[src/design/soc_mem_pkg.sv]
`default_nettype none

package soc_mem_pkg;

  //////////////////////////////
  // Address map
  //////////////////////////////

  // Main memory window, base plus offset mask
  localparam logic [31:0] RAM_BASE_ADDR = 32'h4000_0000;
  localparam logic [31:0] RAM_MASK_ADDR = 32'h0000_0FFF;
  localparam int          RAM_WORDS     = 1024;
  localparam int          RAM_ADDR_W    = 10;

  // 64-bit cycle timer, read as two halves
  localparam logic [31:0] TIMER_LO_ADDR = 32'h3000_0000;
  localparam logic [31:0] TIMER_HI_ADDR = 32'h3000_0004;

  //////////////////////////////
  // Latencies and rates
  //////////////////////////////

  localparam int RAM_LATENCY    = 16;
  localparam int RAM_LAT_W      = $clog2(RAM_LATENCY);
  localparam int CLKS_PER_BIT   = 16;
  localparam int BAUD_CNT_W     = $clog2(CLKS_PER_BIT);
  // Word counts above this are clamped by the loader
  localparam int LOAD_MAX_WORDS = RAM_WORDS;
  localparam int LOAD_CNT_W     = $clog2(LOAD_MAX_WORDS + 1);

  //////////////////////////////
  // Bus and port structs
  //////////////////////////////

  typedef struct packed {
    logic        valid;
    logic [3:0]  wstrb;
    logic [31:0] addr;
    logic [31:0] wdata;
  } iomem_req_t;

  typedef struct packed {
    logic        ready;
    logic [31:0] rdata;
  } iomem_rsp_t;

  // Word-addressed request into main memory
  typedef struct packed {
    logic                  rd_en;
    logic [3:0]            wstrb;
    logic [RAM_ADDR_W-1:0] addr;
    logic [31:0]           wdata;
  } ram_port_t;

  // Full-word write from the program loader
  typedef struct packed {
    logic                  we;
    logic [RAM_ADDR_W-1:0] addr;
    logic [31:0]           data;
  } load_wr_t;

endpackage

`default_nettype wire

[src/design/uart_rx.sv]
`timescale 1ns/1ps
`default_nettype none

module uart_rx (
  input  logic       clk_i,
  input  logic       rst_n,
  input  logic       rx_i,
  output logic [7:0] byte_o,
  output logic       byte_valid_o
);
  import soc_mem_pkg::*;

  typedef enum logic [1:0] {
    ST_IDLE,
    ST_START,
    ST_DATA,
    ST_STOP
  } rx_state_t;

  rx_state_t             state_q;
  logic                  rx_meta_q;
  logic                  rx_sync_q;
  logic [BAUD_CNT_W-1:0] baud_cnt_q;
  logic [2:0]            bit_idx_q;
  logic [7:0]            shift_q;
  logic                  valid_q;
  logic                  half_bit;
  logic                  bit_end;

  assign half_bit = (baud_cnt_q == BAUD_CNT_W'(CLKS_PER_BIT / 2 - 1));
  assign bit_end  = (baud_cnt_q == BAUD_CNT_W'(CLKS_PER_BIT - 1));

  // Two-flop synchronizer, idle line is high
  always_ff @(posedge clk_i) begin
    if (!rst_n) begin
      rx_meta_q <= 1'b1;
      rx_sync_q <= 1'b1;
    end else begin
      rx_meta_q <= rx_i;
      rx_sync_q <= rx_meta_q;
    end
  end

  //////////////////////////////
  // Frame FSM
  //////////////////////////////

  always_ff @(posedge clk_i) begin
    if (!rst_n) begin
      state_q    <= ST_IDLE;
      baud_cnt_q <= '0;
      bit_idx_q  <= 3'd0;
      valid_q    <= 1'b0;
    end else begin
      valid_q <= 1'b0;
      case (state_q)
        ST_IDLE: begin
          baud_cnt_q <= '0;
          if (!rx_sync_q) begin
            state_q <= ST_START;
          end
        end
        ST_START: begin
          // Recheck at mid start bit to reject glitches
          if (half_bit) begin
            baud_cnt_q <= '0;
            bit_idx_q  <= 3'd0;
            state_q    <= rx_sync_q ? ST_IDLE : ST_DATA;
          end else begin
            baud_cnt_q <= baud_cnt_q + 1'b1;
          end
        end
        ST_DATA: begin
          if (bit_end) begin
            baud_cnt_q <= '0;
            bit_idx_q  <= bit_idx_q + 1'b1;
            if (bit_idx_q == 3'd7) begin
              state_q <= ST_STOP;
            end
          end else begin
            baud_cnt_q <= baud_cnt_q + 1'b1;
          end
        end
        default: begin
          // Frame with a low stop bit is dropped
          if (bit_end) begin
            valid_q <= rx_sync_q;
            state_q <= ST_IDLE;
          end else begin
            baud_cnt_q <= baud_cnt_q + 1'b1;
          end
        end
      endcase
    end
  end

  // LSB first
  always_ff @(posedge clk_i) begin
    if ((state_q == ST_DATA) && bit_end) begin
      shift_q <= {rx_sync_q, shift_q[7:1]};
    end
  end

  assign byte_o       = shift_q;
  assign byte_valid_o = valid_q;

endmodule

`default_nettype wire

[config.mk]
export PLATFORM = sky130hd
export DESIGN_NAME = uart_rx
export DESIGN_NICKNAME = d
export VERILOG_FILES = /design/src/design/soc_mem_pkg.sv /design/src/design/uart_rx.sv
export SDC_FILE = /design/constraint.sdc
export NUM_CORES = 1
export LEC_CHECK = 0
export BUFFER_PORTS_ARGS = -buffer_cell sky130_fd_sc_hd__buf_2
export CAP_MARGIN = 20
export CORE_MARGIN = 4
export CORE_UTILIZATION = 40
export CTS_BUF_LIST = sky130_fd_sc_hd__clkbuf_4 sky130_fd_sc_hd__clkbuf_8
export CTS_CLUSTER_DIAMETER = 60
export CTS_CLUSTER_SIZE = 8
export DETAILED_ROUTE_END_ITERATION = 10
export SYNTH_ARGS = -nofsm -noshare
export SYNTH_HDL_FRONTEND = slang
export SYNTH_SLANG_ARGS = --single-unit
[constraint.sdc]
create_clock -name clk_i -period 2.03 [get_ports clk_i]
set_clock_uncertainty 0.15 [all_clocks]
set_input_delay 0.1015 -clock clk_i [delete_from_list [all_inputs] [get_ports clk_i]]
set_output_delay 0.1015 -clock clk_i [all_outputs]
set_load 0.005 [all_outputs]
==> run metrics <==
Buf/Inv on CP 1; leading area contributor after synthesis dfxtp_1; relative slew slack between 60% and 70%; crit path max fanout 10; final setup fails 0; CP Capture Type flop; Worst EP arrival 1.92 ns; LEAKAGE 0.000426 uW; Finished Layout Cells 123; Layout fillers roughly 190; initial core utilization a little over two fifths; Detailed Route Iter0 Violations 19; PD cells approximately 900 nW/um^2; Die W roughly 56 um; Yosys top cell area share 26.5%; largest net degree at the start of global routing 14; first-pass GRT wire length around 2.4 mm; CTS H-tree lvls 1; Pwr Total 972 uW; Synth warnings 0; area delta synth->final 18.8%; largest cells by area after synthesis dfxtp_1, edfxtp_1, ha_1; Placement Setup Slack 0.0790 ns; post-route setup slack about 0.14 ns; via count 601; nets@finish approximately 110; routability congestion estimate roughly 0.8; Mapped Cells 80; outcome finished clean; GRT Total Usage 9.74%; area occupied by multi-input gates 402 sq um; Peak Freq between 0.5 and 0.6 GHz; required time of the critical path ~2.1 ns; syn_nets 90; hold path cells 1; I/O pin cnt 12; GR Overflow Total 0; DRC 0; depth of the most critical reg-to-reg path 6; # rows 16; commonest non-fill, non-tap cell in the layout dfxtp_1; most frequent cells in the layout dfxtp_1, buf_2, edfxtp_1, nand2_1, nor2_1; asr flop ratio synth 0%; DPL Wire Length 1.03 mm; Max Cap Viol 0; vias in the first global route 555; Final ANT Viol Nets 0; PortBufs 11; layout cells sized above 1 22.9%; Post-synth EDFFs 8; First-pass DRT Iterations 3; overall routed net length 1.38 mm; Cell Chain, Critical Path inv_1 > ha_2 > mux2_4 > o22a_1 > o311ai_0 > o21ai_1; synthesized area per cell ~11 sq um; synthesized area 906 sq um; number of diodes 0; post-synthesis sequential area ratio between 50% and 60%; CP peak stage delay ~0.41 ns; unique cell type count in the Yosys netlist 35; crit path kind flop to flop; placed cell count between 100 and 150; die height around 56 um; period utilization approximately 93%; Worst Tran Pin Value 0.496 ns; clock slew at reported path FFs around 0.11 ns; Slew Limit Fails 0; CTS Sinks 20; register area 480 sq um; Core Footprint 2060 sq um; #FFs+latches synth 20; Final Hold Fails 0; WL per Instance 11.2 um; post-layout minimum cycle time 1.89 ns; Crit path depth 6; Root Buffer clkbuf_4; Skew-Pair Late Insertion Delay about 0.30 ns; hold crit path type flop to flop; via/cell ratio just under 5; cts bufs inserted 3; CTS tree built; Post-synth top flop dfxtp_1; CTS max path bufs 2; Slowest cell on crit path dfxtp_1; initial antenna violation count 0; cell family with the largest share of critical-path delay compound AO/OA/AOI/OAI gates; post-CTS repair timing setup buffer count 0; Worst VDD drop around 0.59 mV; Critical Path Start Type flop; Die ar. ~3100 sq um
[metrics by stage]
stage               cell area, sq um  util (%)  TNS [ns]  hold WS (ns)
detailed placement               988      47.9         0         0.137
global placement                 988      47.9         0         0.135
finish                          1080      52.2         0         0.276
CTS                             1070      51.9         0         0.285
global route                    1080      52.2  -0.00201         0.294
floorplan                        906         -         0        0.0245
[cells by family after synthesis]
kind of cell,Yosys count,share of synthesized area [%]
AO/OA/AOI/OAI,14,11.3
AND/OR/NAND/NOR,28,17.8
flip-flops,20,53.0
multiplexers,3,4.00
adder cells (fa/ha/maj),7,9.67
XOR/XNOR,1,0.967
buffers and inverters,7,3.17
[Yosys cell counts, types with 2 or more instances]
library cell  instances
or3_1                 2
nand2b_1              2
a21boi_1              2
nand2_1               7
a21oi_1               2
nor2_1                6
o21a_1                2
inv_1                 4
dfxtp_1              12
nor2b_1               2
edfxtp_1              8
a22o_1                2
ha_1                  7
[path summary, 6_finish.rpt]
check / startpoint / end / slack (ns)
max: state_q[0]$_SDFFE_PN0P_ / state_q[1]$_SDFFE_PN0P_ / 0.14
min: rx_meta_q$_SDFF_PN1_ / rx_sync_q$_SDFF_PN1_ / 0.28
max reg2reg: state_q[0]$_SDFFE_PN0P_ / state_q[1]$_SDFFE_PN0P_ / 0.14
min reg2reg: rx_meta_q$_SDFF_PN1_ / rx_sync_q$_SDFF_PN1_ / 0.28
[flip-flops by register name, indices dropped and copies added (netlist names)]
| register | count |
|---|---|
| bit_idx_q | 3 |
| rx_sync_q | 1 |
| byte_valid_o | 1 |
| state_q | 2 |
| rx_meta_q | 1 |
| byte_o | 8 |
| baud_cnt_q | 4 |
[per-layer routing]
layer	track usage [%]	part of all wire [%]	up-vias
met5	0	0	-
met4	3.13	0	0
met3	3.48	4.0	0
met2	15.5	48	7
met1	12.2	48	277
li1	-	-	317
[power breakdown]
part | internal, uW | switching, uW | leakage (uW) | total [uW]
clock | 200 | 114 | 0.0000279 | 314
sequential | 433 | 19.0 | 0.000169 | 452
combinational | 96.1 | 110 | 0.000229 | 206
[what timing repair did]
item / CTS / global route
endpoints found under the hold margin: 6 / 0
hold buffers: 3 / 0
endpoints found under the setup margin: 0 / 4
gates resized for setup: 0 / 2
[layout make-up]
class	instances	share of cell area [%]
multi-input cells	53	37.3
flip-flops and latches	20	44.7
well taps	27	3.14
repair buffers	15	8.60
inverters	4	1.40
clock buffers	3	2.09
clock inverters	1	2.79
No activity file was read; power rests on OpenSTA's default activity.
