===== src/design/soc_mem_pkg.sv =====
`default_nettype none

package soc_mem_pkg;

  //////////////////////////////
  // Address map
  //////////////////////////////

  // Main memory window, base plus offset mask
  localparam logic [31:0] RAM_BASE_ADDR = 32'h4000_0000;
  localparam logic [31:0] RAM_MASK_ADDR = 32'h0000_0FFF;
  localparam int          RAM_WORDS     = 1024;
  localparam int          RAM_ADDR_W    = 10;

  // 64-bit cycle timer, read as two halves
  localparam logic [31:0] TIMER_LO_ADDR = 32'h3000_0000;
  localparam logic [31:0] TIMER_HI_ADDR = 32'h3000_0004;

  //////////////////////////////
  // Latencies and rates
  //////////////////////////////

  localparam int RAM_LATENCY    = 16;
  localparam int RAM_LAT_W      = $clog2(RAM_LATENCY);
  localparam int CLKS_PER_BIT   = 16;
  localparam int BAUD_CNT_W     = $clog2(CLKS_PER_BIT);
  // Word counts above this are clamped by the loader
  localparam int LOAD_MAX_WORDS = RAM_WORDS;
  localparam int LOAD_CNT_W     = $clog2(LOAD_MAX_WORDS + 1);

  //////////////////////////////
  // Bus and port structs
  //////////////////////////////

  typedef struct packed {
    logic        valid;
    logic [3:0]  wstrb;
    logic [31:0] addr;
    logic [31:0] wdata;
  } iomem_req_t;

  typedef struct packed {
    logic        ready;
    logic [31:0] rdata;
  } iomem_rsp_t;

  // Word-addressed request into main memory
  typedef struct packed {
    logic                  rd_en;
    logic [3:0]            wstrb;
    logic [RAM_ADDR_W-1:0] addr;
    logic [31:0]           wdata;
  } ram_port_t;

  // Full-word write from the program loader
  typedef struct packed {
    logic                  we;
    logic [RAM_ADDR_W-1:0] addr;
    logic [31:0]           data;
  } load_wr_t;

endpackage

`default_nettype wire


===== src/design/ram_access_timer.sv =====
`timescale 1ns/1ps
`default_nettype none

module ram_access_timer (
  input  logic clk_i,
  input  logic rst_n,
  input  logic start_i,
  output logic ready_o
);
  import soc_mem_pkg::*;

  logic                 start_q;
  logic                 start_rise;
  logic                 busy_q;
  logic [RAM_LAT_W-1:0] cnt_q;

  assign start_rise = start_i & ~start_q;

  // Ready lands RAM_LATENCY cycles after the start edge
  assign ready_o = busy_q & (cnt_q == '0);

  always_ff @(posedge clk_i) begin
    if (!rst_n) begin
      start_q <= 1'b0;
      busy_q  <= 1'b0;
      cnt_q   <= '0;
    end else begin
      start_q <= start_i;
      if (start_rise) begin
        busy_q <= 1'b1;
        cnt_q  <= RAM_LAT_W'(RAM_LATENCY - 1);
      end else if (busy_q) begin
        if (cnt_q == '0) begin
          // Pulse done, wait for the next edge
          busy_q <= 1'b0;
        end else begin
          cnt_q <= cnt_q - 1'b1;
        end
      end
    end
  end

  a_ready_after_latency : assert property (
    @(posedge clk_i) disable iff (!rst_n) start_rise |-> ##RAM_LATENCY ready_o
  ) else $error("RAM ready not RAM_LATENCY cycles after start");

endmodule

`default_nettype wire


===== config.mk =====
export PLATFORM = sky130hd
export DESIGN_NAME = ram_access_timer
export DESIGN_NICKNAME = d
export VERILOG_FILES = /design/src/design/soc_mem_pkg.sv /design/src/design/ram_access_timer.sv
export SDC_FILE = /design/constraint.sdc
export NUM_CORES = 1
export LEC_CHECK = 0
export BUFFER_PORTS_ARGS = -buffer_cell sky130_fd_sc_hd__buf_2
export CORE_AREA = 3 3 40 42
export DETAILED_ROUTE_END_ITERATION = 10
export DIE_AREA = 0 0 43 45
export MAX_ROUTING_LAYER = met4
export SYNTH_ARGS = -nofsm -noshare
export SYNTH_HDL_FRONTEND = slang
export SYNTH_SLANG_ARGS = --single-unit

===== constraint.sdc =====
create_clock -name clk_i -period 2.24 [get_ports clk_i]
set_input_delay 0.448 -clock clk_i [delete_from_list [all_inputs] [get_ports clk_i]]
set_output_delay 0.448 -clock clk_i [all_outputs]
set_load 0.1 [all_outputs]

==> results.sh, run 1 <==
export IMPL_outcome="complete, no violations"
export IMPL_holdBufCountCts=0
export IMPL_coreArea_um2=1280
export IMPL_yosys_area_top_type="dfxtp_1"
export IMPL_critPathMaxFanout=4
export IMPL_seq_area_frac_synth_pct=43.2
export IMPL_viasPerCell=4.44
export IMPL_routed_wirelength_um=471
export IMPL_clock_latency_ns=0.24
export IMPL_dp_hpwl_um=349
export IMPL_worst_pin_slew_ns=0.488
export IMPL_grt_max_degree=8
export IMPL_dpl_instance_area_um2=323
export IMPL_maxCapViolations=0
export IMPL_area_growth_pct=24.3
export IMPL_drc=0
export IMPL_cts_root_buf="clkbuf_4"
export IMPL_finalHoldViolCount=0
export IMPL_ctsResizeCount=0
export IMPL_synth_top_family_by_area="simple AND/OR/NAND/NOR gates"
export IMPL_postCtsSetupBuffers=0
export IMPL_synth_top_area_share_pct=43.2
export IMPL_drive_above_1_share_pct=31.4
export IMPL_synth_most_common_cell="dfxtp_1"
export IMPL_ioPinCount=4
export IMPL_die_area_um2=1940
export IMPL_cp_arrival_ns=1.52
export IMPL_avgSynthCellArea_um2=9.58
export IMPL_syn_num_nets=33
export IMPL_fmax_mhz=509
export IMPL_synth_xor_area_share_pct=0
export IMPL_finalSetupViolCount=0
export IMPL_rows=13
export IMPL_synth_compound_area_share_pct=16.7
export IMPL_async_flop_share_pct=0
export IMPL_drt_iter0_markers=3
export IMPL_hp_class="input port to flop"
export IMPL_htree_num_levels=1
export IMPL_final_cell_area_um2=345
export IMPL_syn_area_um2=278
export IMPL_antenna_found_initial=0
export IMPL_ant_nets=0
export IMPL_synth_edf_count=0
export IMPL_synthSimpleGateAreaFrac_pct=27.9
export IMPL_die_height_um=45
export IMPL_clockBufferDepth=2
export IMPL_ys_ff_latch=6
export IMPL_finClkSkew_ns=0.00331
export IMPL_crit_path_end_kind="output port"
export IMPL_setup_tns_final_ns=0
export IMPL_synthMuxAreaShare_pct=3.60
export IMPL_r2r_setup_slack_ns=0.73
export IMPL_finalCriticalPeriod_ns=1.96
export IMPL_drv_slew=0
export IMPL_diodes=0
export IMPL_overflow=0
export IMPL_r2r_start="cnt_q[0]"
export IMPL_synthAdderAreaFrac_pct=4.50
export IMPL_drtPass1Iterations=2
export IMPL_rsz0062_at_grt="false"
export IMPL_criticalPathCategory="flop to output port"
export IMPL_min_delay_path_depth=2
export IMPL_power_density_nw_per_um2=807
export IMPL_hold_start="start_i"
export IMPL_cts_buffers=3
export IMPL_synth_common_cells="dfxtp_1, inv_1, nand2_1"
export IMPL_synthDistinctLibCells=18
export IMPL_cts_sinks=6
export IMPL_p_leak_nw=0.138
export IMPL_synthTopCellsByArea="dfxtp_1, a311oi_2, a31oi_1"
export IMPL_start_util_pct=21.6
export IMPL_vias=222
export IMPL_tritoncts="yes"
export IMPL_r2r_end="cnt_q[1]"
export IMPL_clkTransAtPathRegs_ns=0.05
export IMPL_maxSlewHeadroom_pct=67.7
export IMPL_synthFlopType="dfxtp_1"
export IMPL_fin_crit_sh_pct=87.7
export IMPL_finalWeightedCongestion=0.765
export IMPL_reg2regPathDepth=5
export IMPL_wl_per_cell_um=9.42
export IMPL_peakVddDrop_v=0.000300
export IMPL_hold_path_end="start_q"
export IMPL_track_usage_pct=6.94
export IMPL_ys_warn_count=0
export IMPL_die_w_um=43
export IMPL_required_ns=1.79
export IMPL_synthCells=29
export IMPL_critPathLaunchType="flop"
export IMPL_port_buffers=3
export IMPL_grt_pass1_vias=213
export IMPL_fin_nets=41
export IMPL_grt_pass1_wl_um=876
## area by class of cell
cell class / count / area, µm²
Clock buffer: 3 / 22.5
Fill cell: 136 / 940
Inverter: 3 / 11.3
Multi-Input combinational cell: 20 / 158
Sequential cell: 6 / 120
Tap cell: 15 / 18.8
Timing Repair Buffer: 3 / 15.0
## routing by layer
metal / GRT usage, % / wire length [µm] / vias to the layer above / part of all wire (%)
met5: - / 0 / - / 0
met4: 5.42 / 0 / 0 / 0
met3: 4.78 / 24 / 0 / 5.1
met2: 8.68 / 198 / 6 / 42
met1: 7.45 / 248 / 98 / 53
li1: - / - / 118 / -
## how the worst max path moves through the flow
stage	from	to	slack, ns	depth (start not counted)
finish	cnt_q[0]	ready_o	0.28	5
global route	cnt_q[0]	ready_o	0.20	5
CTS	cnt_q[0]	ready_o	0.26	5
detailed placement	cnt_q[1]	ready_o	0.54	5
global placement	cnt_q[0]	ready_o	0.55	5
floorplan	cnt_q[0]	ready_o	0.39	4
## logic make-up after synthesis
| kind of cell | after synthesis |
|---|---|
| AOI/OAI and AO/OA | 6 |
| adders and majority gates | 1 |
| buffers and inverters | 3 |
| DFF | 6 |
| muxes | 1 |
| and+or+nand+nor | 12 |
## per-stage QoR
step                      utilization (%)  power [W]  setup WS [ns]  std cells  hold WS (ns)
after global placement               25.1   0.000181          0.546         47         0.518
after floorplan                         -   0.000171          0.388         29         0.485
after detailed placement             25.1   0.000181          0.541         47         0.520
after global routing                 26.9   0.000301          0.195         50         0.441
final                                26.9   0.000279          0.275         50         0.422
after CTS                            26.9   0.000286          0.260         50         0.412
## layout by cell type (no fill, tap or decap)
master and count:
dfxtp_1 6, inv_1 3, nand2_1 3, clkbuf_4 3
buf_2 3, a21oi_1 2, a31oi_1 2, nor3_4 1
and2_1 1, nand2b_1 1, or3b_4 1, nor2_1 1
nor4b_1 1, mux2i_1 1, nand3_1 1, a21o_2 1
nand4b_1 1, and4_4 1, a311oi_2 1, ha_1 1
## state kept, by name, summed over array words and instances (netlist names)
register	flops
cnt_q	4
busy_q	1
start_q	1
## worst max-delay path, cell delays in order, from the launching register on
cell and delay, ns:
dfxtp_1 0.30, inv_1 0.09, ha_1 0.21, nand2_1 0.12
nor3_4 0.11, buf_2 0.44
## power breakdown
group          switching, W  leakage [nW]  internal (W)
registers         0.0000102        0.0501      0.000117
logic             0.0000288        0.0740     0.0000226
clock network     0.0000392        0.0138     0.0000606
total             0.0000783         0.138      0.000200
Note: power is estimated with default switching activity, not from simulation.
==> run 2: changes to the inputs <==
==> constraint.sdc (replaced) <==
create_clock -name clk_i -period 2.1 [get_ports clk_i]
set_input_delay 0.42 -clock clk_i [delete_from_list [all_inputs] [get_ports clk_i]]
set_output_delay 0.42 -clock clk_i [all_outputs]
set_load 0.1 [all_outputs]
==> results.sh, run 2 (same netlist as run 1, synthesis figures left out) <==
export IMPL_r2r_start="cnt_q[0]"
export IMPL_worst_pin_slew_ns=0.485
export IMPL_ioPinCount=4
export IMPL_crit_path_max_incr_delay_ns=0.44
export IMPL_fillCellCount=135
export IMPL_vias=230
export IMPL_drc=0
export IMPL_power_density_nw_per_um2=853
export IMPL_diodes=0
export IMPL_track_usage_pct=7.03
export IMPL_area_growth_pct=24.3
export IMPL_clkTransAtPathRegs_ns=0.05
export IMPL_finalCriticalPeriod_ns=1.92
export IMPL_viasPerCell=4.60
export IMPL_fmax_mhz=520
export IMPL_largest_register="cnt_q"
export IMPL_rows=13
export IMPL_grt_pass1_vias=212
export IMPL_grt_max_degree=8
export IMPL_die_height_um=45
export IMPL_fin_crit_sh_pct=91.6
export IMPL_dp_cells=47
export IMPL_reg_largest_list="cnt_q: 4 flops, busy_q: 1 flops, start_q: 1 flops"
export IMPL_die_area_um2=1940
export IMPL_finalHoldViolCount=0
export IMPL_setup_tns_final_ns=0
export IMPL_wl_per_cell_um=9.96
export IMPL_largest_reg_flops=4
export IMPL_start_util_pct=21.6
export IMPL_grt_pass1_wl_um=903
export IMPL_crit_path_top_delay_cell="buf_2"
export IMPL_most_common_layout_cells="dfxtp_1, inv_1, nand2_1, clkbuf_4, buf_2"
export IMPL_antenna_found_initial=0
export IMPL_hp_class="input port to flop"
export IMPL_drt_iter0_markers=0
export IMPL_routed_wirelength_um=498
export IMPL_fin_nets=41
export IMPL_cts_root_buf="clkbuf_4"
export IMPL_cp_startpoint="cnt_q[0]"
export IMPL_overflow=0
export IMPL_crit_family="buffers and inverters"
export IMPL_ctsResizeCount=0
export IMPL_required_ns=1.68
export IMPL_cts_sinks=6
export IMPL_drtPass1Iterations=1
export IMPL_ant_nets=0
export IMPL_crit_path_end_kind="output port"
export IMPL_outcome="complete, no violations"
export IMPL_maxCapViolations=0
export IMPL_finalSetupViolCount=0
export IMPL_postCtsSetupBuffers=0
export IMPL_htree_num_levels=1
export IMPL_clock_latency_ns=0.24
export IMPL_tritoncts="yes"
export IMPL_critPathMaxFanout=4
export IMPL_final_common_cell="dfxtp_1"
export IMPL_cp_arrival_ns=1.50
export IMPL_fin_cells=50
export IMPL_drv_slew=0
export IMPL_coreArea_um2=1280
export IMPL_clockBufferDepth=2
export IMPL_maxSlewHeadroom_pct=67.9
export IMPL_hold_start="start_i"
export IMPL_crit_buf_inv=2
export IMPL_drive_above_1_share_pct=31.4
export IMPL_holdBufCountCts=0
export IMPL_critPathLaunchType="flop"
export IMPL_dp_hpwl_um=359
export IMPL_cp_cell_sequence="inv_1, ha_1, nand2_1, nor3_4, buf_2"
export IMPL_criticalPathCategory="flop to output port"
export IMPL_p_leak_nw=0.138
export IMPL_port_buffers=3
export IMPL_finalWeightedCongestion=0.686
export IMPL_rsz0062_at_grt="false"
export IMPL_finClkSkew_ns=0.00356
export IMPL_cts_buffers=3
export IMPL_die_w_um=43
export IMPL_peakVddDrop_v=0.000337
==> run 2: metal layers <==
| metal | GRT usage (%) | vias up | wire, µm | share of wire (%) |
|---|---|---|---|---|
| li1 | - | 119 | - | - |
| met1 | 7.93 | 104 | 245 | 49 |
| met2 | 8.38 | 7 | 211 | 42 |
| met3 | 5.98 | 0 | 41 | 8.2 |
| met4 | 3.61 | 0 | 0 | 0 |
| met5 | - | - | 0 | 0 |
==> run 2: final timing paths <==
check        endpoint  slack (ns)  depth (start not counted)
min           start_q        0.40                          2
max reg2reg  cnt_q[1]        0.58                          5
min reg2reg  cnt_q[1]        0.52                          2
max           ready_o        0.18                          5
==> run 2: worst reg2reg max path, cell delays in order (launching register included) <==
cell	delay (ns)
dfxtp_1	0.30
inv_1	0.09
ha_1	0.21
or3b_4	0.42
and4_4	0.19
a311oi_2	0.22
==> run 2: layout make-up <==
type | instances | area (µm²) | share of cell area [%]
Sequential cell | 6 | 120 | 34.8
Tap cell | 15 | 18.8 | 5.43
Timing Repair Buffer | 3 | 15.0 | 4.35
Inverter | 3 | 11.3 | 3.26
Clock buffer | 3 | 22.5 | 6.52
Multi-Input combinational cell | 20 | 158 | 45.7
==> run 2: metrics by stage <==
step / setup slack [ns] / util [%] / hold slack [ns] / instance area (µm²) / power, W
2_1_floorplan: 0.276 / - / 0.485 / 289 / 0.000182
3_3_place_gp: 0.418 / 25.1 / 0.507 / 323 / 0.000193
3_5_place_dp: 0.413 / 25.1 / 0.518 / 323 / 0.000194
4_1_cts: 0.148 / 26.9 / 0.391 / 345 / 0.000302
5_1_grt: 0.0505 / 26.9 / 0.425 / 345 / 0.000316
6_report: 0.176 / 26.9 / 0.399 / 345 / 0.000295
==> run 2: where the power goes <==
part	internal [W]	switching, W
registers	0.000125	0.0000108
logic	0.0000242	0.0000313
clock network	0.0000645	0.0000388
