<file path="src/design/soc_mem_pkg.sv">
`default_nettype none

package soc_mem_pkg;

  //////////////////////////////
  // Address map
  //////////////////////////////

  // Main memory window, base plus offset mask
  localparam logic [31:0] RAM_BASE_ADDR = 32'h4000_0000;
  localparam logic [31:0] RAM_MASK_ADDR = 32'h0000_0FFF;
  localparam int          RAM_WORDS     = 1024;
  localparam int          RAM_ADDR_W    = 10;

  // 64-bit cycle timer, read as two halves
  localparam logic [31:0] TIMER_LO_ADDR = 32'h3000_0000;
  localparam logic [31:0] TIMER_HI_ADDR = 32'h3000_0004;

  //////////////////////////////
  // Latencies and rates
  //////////////////////////////

  localparam int RAM_LATENCY    = 16;
  localparam int RAM_LAT_W      = $clog2(RAM_LATENCY);
  localparam int CLKS_PER_BIT   = 16;
  localparam int BAUD_CNT_W     = $clog2(CLKS_PER_BIT);
  // Word counts above this are clamped by the loader
  localparam int LOAD_MAX_WORDS = RAM_WORDS;
  localparam int LOAD_CNT_W     = $clog2(LOAD_MAX_WORDS + 1);

  //////////////////////////////
  // Bus and port structs
  //////////////////////////////

  typedef struct packed {
    logic        valid;
    logic [3:0]  wstrb;
    logic [31:0] addr;
    logic [31:0] wdata;
  } iomem_req_t;

  typedef struct packed {
    logic        ready;
    logic [31:0] rdata;
  } iomem_rsp_t;

  // Word-addressed request into main memory
  typedef struct packed {
    logic                  rd_en;
    logic [3:0]            wstrb;
    logic [RAM_ADDR_W-1:0] addr;
    logic [31:0]           wdata;
  } ram_port_t;

  // Full-word write from the program loader
  typedef struct packed {
    logic                  we;
    logic [RAM_ADDR_W-1:0] addr;
    logic [31:0]           data;
  } load_wr_t;

endpackage

`default_nettype wire

</file>
<file path="src/design/iomem_fabric.sv">
`timescale 1ns/1ps
`default_nettype none

module iomem_fabric (
  input  logic                    clk_i,
  input  logic                    rst_n,
  input  soc_mem_pkg::iomem_req_t req_i,
  output soc_mem_pkg::iomem_rsp_t rsp_o,
  input  soc_mem_pkg::load_wr_t   load_wr_i,
  input  logic                    prog_mode_i,
  output soc_mem_pkg::ram_port_t  ram_o,
  input  logic [31:0]             ram_rdata_i,
  output logic                    ram_start_o,
  input  logic                    ram_ready_i
);
  import soc_mem_pkg::*;

  logic        bus_valid;
  logic        bus_write;
  logic        hit_ram;
  logic        hit_timer_lo;
  logic        hit_timer_hi;
  logic        hit_none;
  logic [63:0] cycle_cnt_q;

  //////////////////////////////
  // Address decode
  //////////////////////////////

  // Loader owns memory in program mode, bus is ignored
  assign bus_valid = req_i.valid & ~prog_mode_i;
  assign bus_write = |req_i.wstrb;

  assign hit_ram      = bus_valid & ((req_i.addr & ~RAM_MASK_ADDR) == RAM_BASE_ADDR);
  assign hit_timer_lo = bus_valid & (req_i.addr == TIMER_LO_ADDR);
  assign hit_timer_hi = bus_valid & (req_i.addr == TIMER_HI_ADDR);
  assign hit_none     = bus_valid & ~hit_ram & ~hit_timer_lo & ~hit_timer_hi;

  // Start drops in the ready cycle so a back-to-back RAM request
  // presents a fresh rising edge to the latency timer
  assign ram_start_o = hit_ram & ~ram_ready_i;

  // Memory port mux
  always_comb begin
    if (prog_mode_i) begin
      ram_o.rd_en = 1'b0;
      ram_o.wstrb = {4{load_wr_i.we}};
      ram_o.addr  = load_wr_i.addr;
      ram_o.wdata = load_wr_i.data;
    end else begin
      ram_o.rd_en = hit_ram & ~bus_write;
      ram_o.wstrb = hit_ram ? req_i.wstrb : 4'b0000;
      ram_o.addr  = req_i.addr[RAM_ADDR_W+1:2];
      ram_o.wdata = req_i.wdata;
    end
  end

  //////////////////////////////
  // Response
  //////////////////////////////

  always_comb begin
    // Mapped I/O answers at once, RAM waits for the timer
    rsp_o.ready = (hit_ram & ram_ready_i) | hit_timer_lo | hit_timer_hi | hit_none;
    if (hit_timer_lo) begin
      rsp_o.rdata = cycle_cnt_q[31:0];
    end else if (hit_timer_hi) begin
      rsp_o.rdata = cycle_cnt_q[63:32];
    end else if (hit_ram) begin
      rsp_o.rdata = ram_rdata_i;
    end else begin
      rsp_o.rdata = 32'h0000_0000;
    end
  end

  // Free-running cycle timer, restarts with the system reset
  always_ff @(posedge clk_i) begin
    if (!rst_n) begin
      cycle_cnt_q <= 64'd0;
    end else begin
      cycle_cnt_q <= cycle_cnt_q + 64'd1;
    end
  end

  // The timer pulse must never leak onto the bus without a request
  a_ready_needs_valid : assert property (
    @(posedge clk_i) disable iff (!rst_n) ram_ready_i |-> hit_ram
  ) else $error("RAM ready without a RAM request");

endmodule

`default_nettype wire

</file>
<file path="config.mk">
export PLATFORM = sky130hd
export DESIGN_NAME = iomem_fabric
export DESIGN_NICKNAME = d
export VERILOG_FILES = /design/src/design/soc_mem_pkg.sv /design/src/design/iomem_fabric.sv
export SDC_FILE = /design/constraint.sdc
export NUM_CORES = 1
export LEC_CHECK = 0
export BUFFER_PORTS_ARGS = -buffer_cell sky130_fd_sc_hd__buf_2
export CAP_MARGIN = 20
export CELL_PAD_IN_SITES_DETAIL_PLACEMENT = 0
export CELL_PAD_IN_SITES_GLOBAL_PLACEMENT = 2
export CORE_MARGIN = 5
export CORE_UTILIZATION = 25
export DETAILED_ROUTE_END_ITERATION = 16
export PLACE_DENSITY = 0.94
export SYNTH_ARGS = -nofsm -noshare
export SYNTH_HDL_FRONTEND = slang
export SYNTH_SLANG_ARGS = --single-unit
</file>
<file path="constraint.sdc">
create_clock -name clk_i -period 3.94 [get_ports clk_i]
set_input_delay 0.394 -clock clk_i [delete_from_list [all_inputs] [get_ports clk_i]]
set_output_delay 0.394 -clock clk_i [all_outputs]
set_load 0.005 [all_outputs]
</file>
==> flow_summary.json, run 1 <==
{
  "status": "finished, final reports clean",
  "rsz0062_at_grt": "no",
  "crit_slowest_cell": "or4_1",
  "synth_xor_area_frac": 0.0656,
  "synth_top_family_by_area": "simple AND/OR/NAND/NOR gates",
  "die_h_um": 141,
  "critical-path-top-delay-family": "simple AND/OR/NAND/NOR gates",
  "place_hpwl_um": 12800,
  "final_util": 0.354,
  "clockPowerShare": 0.476,
  "final_layout_size_suffix_gt1_frac": 0.407,
  "largest_register": "cycle_cnt_q",
  "sw_frac_of_total": 0.225,
  "clkLatencyLatePin_ns": 0.33,
  "layout_min_cycle_time_ns": 2.85,
  "cts-root-buf": "clkbuf_16",
  "async_flop_share": 0,
  "nets": 895,
  "hold_path_class": "in -> reg",
  "fin_worst_skew_ns": 0.00732,
  "cts_sinks": 64,
  "htree_levels": 3,
  "cts_resized": 0,
  "max_freq_mhz": 351,
  "antenna_found_initial": 3,
  "synthAdderAreaFrac": 0.00293,
  "area_delta_synth_final_pct": 38.4,
  "worst-path-max-fanout": 32,
  "overflow": 0,
  "synthSimpleGateAreaFrac": 0.297,
  "met2WireLength_um": 8120,
  "cts_tree": "built",
  "fp.coreArea_sq_um": 16700,
  "path_clk_slew_ns": 0.05,
  "largest_register_ffs": 64,
  "muxShareOfSynthArea": 0.188,
  "wl_per_cell_um": 16.7,
  "power.switching_w": 0.000367,
  "io_pins": 229,
  "largest_registers": "cycle_cnt_q: 64 flops",
  "top_layer": "met5",
  "internal-power_w": 0.00127,
  "synth_largest_area_cell": "dfxtp_1",
  "syn-cell-area_sq_um": 4280,
  "m1WireLength_um": 6450,
  "p_leak_nw": 2.51,
  "path_buf_inv": 2,
  "worst_ep_required_time_ns": 3.55,
  "synth.distinct_cells": 41,
  "wl_met3_um": 1120,
  "dieArea_sq_um": 19800,
  "drv_cap": 0,
  "powerDensity_nw_per_um2": 276,
  "synth_nets": 680,
  "slew_violations": 0,
  "p_comb_frac": 0.125,
  "drt_iter0_drc": 181,
  "synthTopCellsByArea": "dfxtp_1 30%, mux2_2 11%, mux2i_1 7.7%",
  "slew_headroom": 0.327,
  "cp-end-kind": "primary output",
  "worst_pin_slew_ns": 1.01,
  "drc_errors": 0,
  "setup_violations": 0,
  "cts.path.max_buffers": 2,
  "synth_compound_area_frac": 0.114,
  "place.gp.congestion": 0.829,
  "ys_ff_latch": 64,
  "p_seq_frac": 0.400,
  "initial_utilization": 0.256,
  "setup_tns_ns": 0,
  "die_w_um": 141,
  "synthTopCellsByCount": "67 x nand2_1, 64 x dfxtp_1, 48 x o21ai_0",
  "yosysMostFrequentCell": "nand2_1",
  "finalHoldViolations": 0,
  "vias": 4655,
  "grt_usage": 0.158,
  "viasPerCell": 4.79,
  "drt-total-wl_um": 16200,
  "synth_flop_cell": "dfxtp_1",
  "num_rows": 47,
  "fin_crit_sh": 0.723,
  "synth_edf_count": 0,
  "seq_area_frac_synth": 0.300,
  "grt_max_degree": 44,
  "syn_avg_cell_area_sq_um": 8.05,
  "post_cts_buffers": 0,
  "netlist_instances": 531,
  "p_total_w": 0.00164,
  "vdd_drop_max_v": 0.000158,
  "synth_top_cell_area_share": 0.300,
  "path_cells": "buf_2, nor4_1, nand3_1, or4_1, o21ai_0, buf_2",
  "drt_first_pass_iters": 4,
  "grt_pass1_vias": 4498,
  "hold_buffers": 0,
  "cts_made_buffers": 9,
  "start_kind": "input port",
  "crit_type": "in -> out",
  "grt_pass1_wl_um": 24900,
  "yosysWarningCount": 0,
  "ant_nets": 0,
  "critPathMaxStageDelay_ns": 1.00,
  "crit_arrival_ns": 2.45,
  "port_buffers": 228,
  "crit_top_cell": "buf_2"
}
## final cells by class
cell class | instances | area, sq um
inverters | 8 | 30.0
diodes | 2 | 5.00
repair buffers | 233 | 1180
well taps | 220 | 275
fillers | 1778 | 10800
flip-flops and latches | 64 | 1280
clock buffers | 11 | 243
clock inverters | 4 | 45.0
multi-input cells | 430 | 2860
## cells in the final DEF, fill, tap and decap left out, drive strengths merged, types with 2 or more instances in the layout
cell type,count
a21oi,28
and2,4
and3,5
and4,6
buf,233
clkbuf,11
clkinv,4
dfxtp,64
diode,2
inv,7
mux2,42
mux2i,33
nand2,67
nand2b,4
nand3,28
nand4,20
nor2,46
nor3,3
nor4,12
nor4b,2
o21ai,48
o31ai,11
or2,3
or3,16
or4,13
xnor2,10
xor2,22
## cell families (layout without fill, tap and decap cells)
logic type               count (synthesis)  in the layout
other                                    0              2
AND/OR/NAND/NOR                        232            232
adder cells (fa/ha/maj)                  1              1
multiplexers                            75             75
flip-flops                              64             64
AO/OA/AOI/OAI                           90             90
buffers and inverters                   37            256
XOR/XNOR                                32             32
## power by group through the flow
stage	Combinational [W]	Clock, W	Sequential, W
after floorplan	0.0000833	0	0.000666
after global placement	0.000205	0	0.000667
after detailed placement	0.000206	0	0.000667
after CTS	0.000207	0.000793	0.000653
after global routing	0.000226	0.000825	0.000654
final	0.000204	0.000778	0.000654
## stage by stage
| step | cells | hold WS, ns | instance area, sq um | setup WS [ns] |
|---|---|---|---|---|
| 3_5_place_dp | 955 | 0.478 | 5620 | 1.05 |
| 2_1_floorplan | 531 | 0.440 | 4280 | 1.76 |
| 5_1_grt | 972 | 0.436 | 5920 | 0.810 |
| 6_report | 972 | 0.417 | 5920 | 1.09 |
| 3_3_place_gp | 955 | 0.458 | 5620 | 1.10 |
| 4_1_cts | 970 | 0.409 | 5910 | 1.04 |
## layer usage
| metal | vias up | track usage |
|---|---|---|
| met4 | 2 | 0.0612 |
| li1 | 2353 | - |
| met2 | 161 | 0.284 |
| met3 | 23 | 0.0318 |
| met1 | 2116 | 0.183 |
| met5 | - | 0 |
## worst register-to-register path, cell delays in order (launching register included)
cell and delay [ns]:
dfxtp_1 0.41, ha_1 0.22, nand3_1 0.17, nor4_4 0.58, nand3_1 0.47, or4_1 0.60
a21oi_1 0.15
## final timing paths
kind / slack [ns] / cells past startpoint / from / endpoint
worst max-delay path: 1.09 / 6 / req_i[52] / rsp_o[20]
worst min-delay path: 0.42 / 3 / rst_n / cycle_cnt_q[63]
worst max register to register: 1.27 / 6 / cycle_cnt_q[0] / cycle_cnt_q[38]
worst min register to register: 0.48 / 2 / cycle_cnt_q[63] / cycle_cnt_q[63]
Power figures use the tool's default switching activity.
==> inputs of run 2 (changes only) <==
CORE_UTILIZATION = 24   (was 25)
PLACE_DENSITY = 0.91   (was 0.94)
clock period = 2.79 ns   (was 3.94 ns; I/O delays follow)
==> flow_summary.json, run 2 (synthesis results as in run 1) <==
{
  "status": "finished, final reports clean",
  "largest_register_ffs": 64,
  "num_rows": 48,
  "hold_start": "rst_n",
  "clkLatencyLatePin_ns": 0.33,
  "cts_tree": "built",
  "fin_worst_skew_ns": 0.00653,
  "wl_per_cell_um": 16.8,
  "cts_made_buffers": 9,
  "final_common_cell": "buf_2",
  "drc_errors": 0,
  "drt_first_pass_iters": 4,
  "final_cell_mix": "228 x buf_2, 67 x nand2_1, 64 x dfxtp_1, 48 x o21ai_0, 46 x nor2_1",
  "crit_type": "in -> out",
  "grt_max_degree": 60,
  "cts_sinks": 64,
  "port_buffers": 228,
  "crit_arrival_ns": 2.10,
  "r2r_end": "cycle_cnt_q[56]",
  "holdPathEnd": "cycle_cnt_q[35]",
  "layout_setup_ws_ns": 0.409,
  "ant_nets": 0,
  "fin_crit_sh": 0.853,
  "grt_usage": 0.156,
  "grt_pass1_wl_um": 25000,
  "drt-total-wl_um": 16700,
  "reg2reg_depth": 7,
  "dp_slack_ns": 0.385,
  "drv_cap": 0,
  "nets": 905,
  "crit_top_cell": "buf_2",
  "largest_registers": "cycle_cnt_q: 64 flops",
  "finalHoldViolations": 0,
  "largest_register": "cycle_cnt_q",
  "max_freq_mhz": 420,
  "rsz0062_at_grt": "no",
  "hold_depth": 3,
  "start_kind": "input port",
  "die_w_um": 143,
  "p_total_w": 0.00230,
  "worst-path-max-fanout": 25,
  "path_clk_slew_ns": 0.06,
  "powerDensity_nw_per_um2": 383,
  "die_h_um": 143,
  "critPathMaxStageDelay_ns": 0.55,
  "p_leak_nw": 2.56,
  "worst_pin_slew_ns": 0.646,
  "setup_tns_ns": 0,
  "area_delta_synth_final_pct": 40.8,
  "cts.path.max_buffers": 2,
  "cts-root-buf": "clkbuf_16",
  "crit_slowest_cell": "or4_1",
  "final_layout_size_suffix_gt1_frac": 0.415,
  "dieArea_sq_um": 20600,
  "cp-end-kind": "primary output",
  "place.gp.congestion": 0.818,
  "startpoint": "req_i[52]",
  "cts_resized": 0,
  "viasPerCell": 4.76,
  "slew_headroom": 0.569,
  "vias": 4718,
  "post_cts_buffers": 0,
  "fp.coreArea_sq_um": 17400,
  "setup_violations": 0,
  "vdd_drop_max_v": 0.000204,
  "antenna_found_initial": 7,
  "hold_path_class": "in -> reg",
  "place_hpwl_um": 13400,
  "initial_utilization": 0.245,
  "path_cells": "buf_2, nor4_1, nand3_1, or4_1, buf_4, o21ai_0, buf_2",
  "drt_iter0_drc": 148,
  "overflow": 0,
  "slew_violations": 0,
  "r2r_start": "cycle_cnt_q[17]",
  "grt_pass1_vias": 4541,
  "r2r_setup_slack_ns": 0.46,
  "layout_min_cycle_time_ns": 2.38,
  "io_pins": 229,
  "htree_levels": 3,
  "hold_buffers": 0,
  "worst_ep_required_time_ns": 2.51
}
[run 2: changes by cell type in the layout (fill, tap and decap cells not counted)]
cell        delta
buf_12         +1
clkbuf_8       -1
buf_4          +9
diode_2        +3
clkinvlp_4     +2
[run 2: worst max path at each step]
| stage | to | slack, ns | depth (start not counted) |
|---|---|---|---|
| 6_report | rsp_o[24] | 0.41 | 7 |
| 5_1_grt | cycle_cnt_q[56] | 0.26 | 6 |
| 4_1_cts | rsp_o[24] | 0.37 | 7 |
| 3_5_place_dp | rsp_o[24] | 0.39 | 7 |
| 3_3_place_gp | rsp_o[24] | 0.36 | 7 |
| 2_1_floorplan | cycle_cnt_q[60] | 0.80 | 7 |
[run 2: power by group]
part	total (W)	switching, W	internal, W	leakage [nW]
registers	0.000923	0.00000469	0.000918	0.516
clock network	0.00109	0.000403	0.000686	0.138
logic	0.000292	0.000123	0.000168	1.90
[run 2: metal layers]
metal  vias to the layer above  wire length, um  track usage
met4                         0              725       0.0773
met2                       173             8150        0.278
li1                       2384                -            -
met3                        27             1360       0.0349
met5                         -                0            0
met1                      2134             6430        0.173
[run 2: metrics by stage]
step           std cells  hold WS (ns)  area [sq um]  utilization
4_1_cts              986         0.293          6010        0.345
3_3_place_gp         970         0.456          5720        0.328
3_5_place_dp         970         0.473          5720        0.328
5_1_grt              991         0.303          6020        0.346
6_report             991         0.295          6020        0.346
2_1_floorplan        531         0.401          4280            -
[run 2: layout make-up]
type	instances	area, sq um
inverters	8	30.0
flip-flops and latches	64	1280
clock inverters	6	60.1
repair buffers	243	1270
clock buffers	10	229
well taps	225	282
diodes	5	12.5
multi-input cells	430	2860
fillers	1884	11400
[run 2: critical path: cells and delay by family]
kind | cells | cell delay [ns]
AOI/OAI and AO/OA | 1 | 0.28
buffers and inverters | 3 | 0.51
and+or+nand+nor | 3 | 1.03
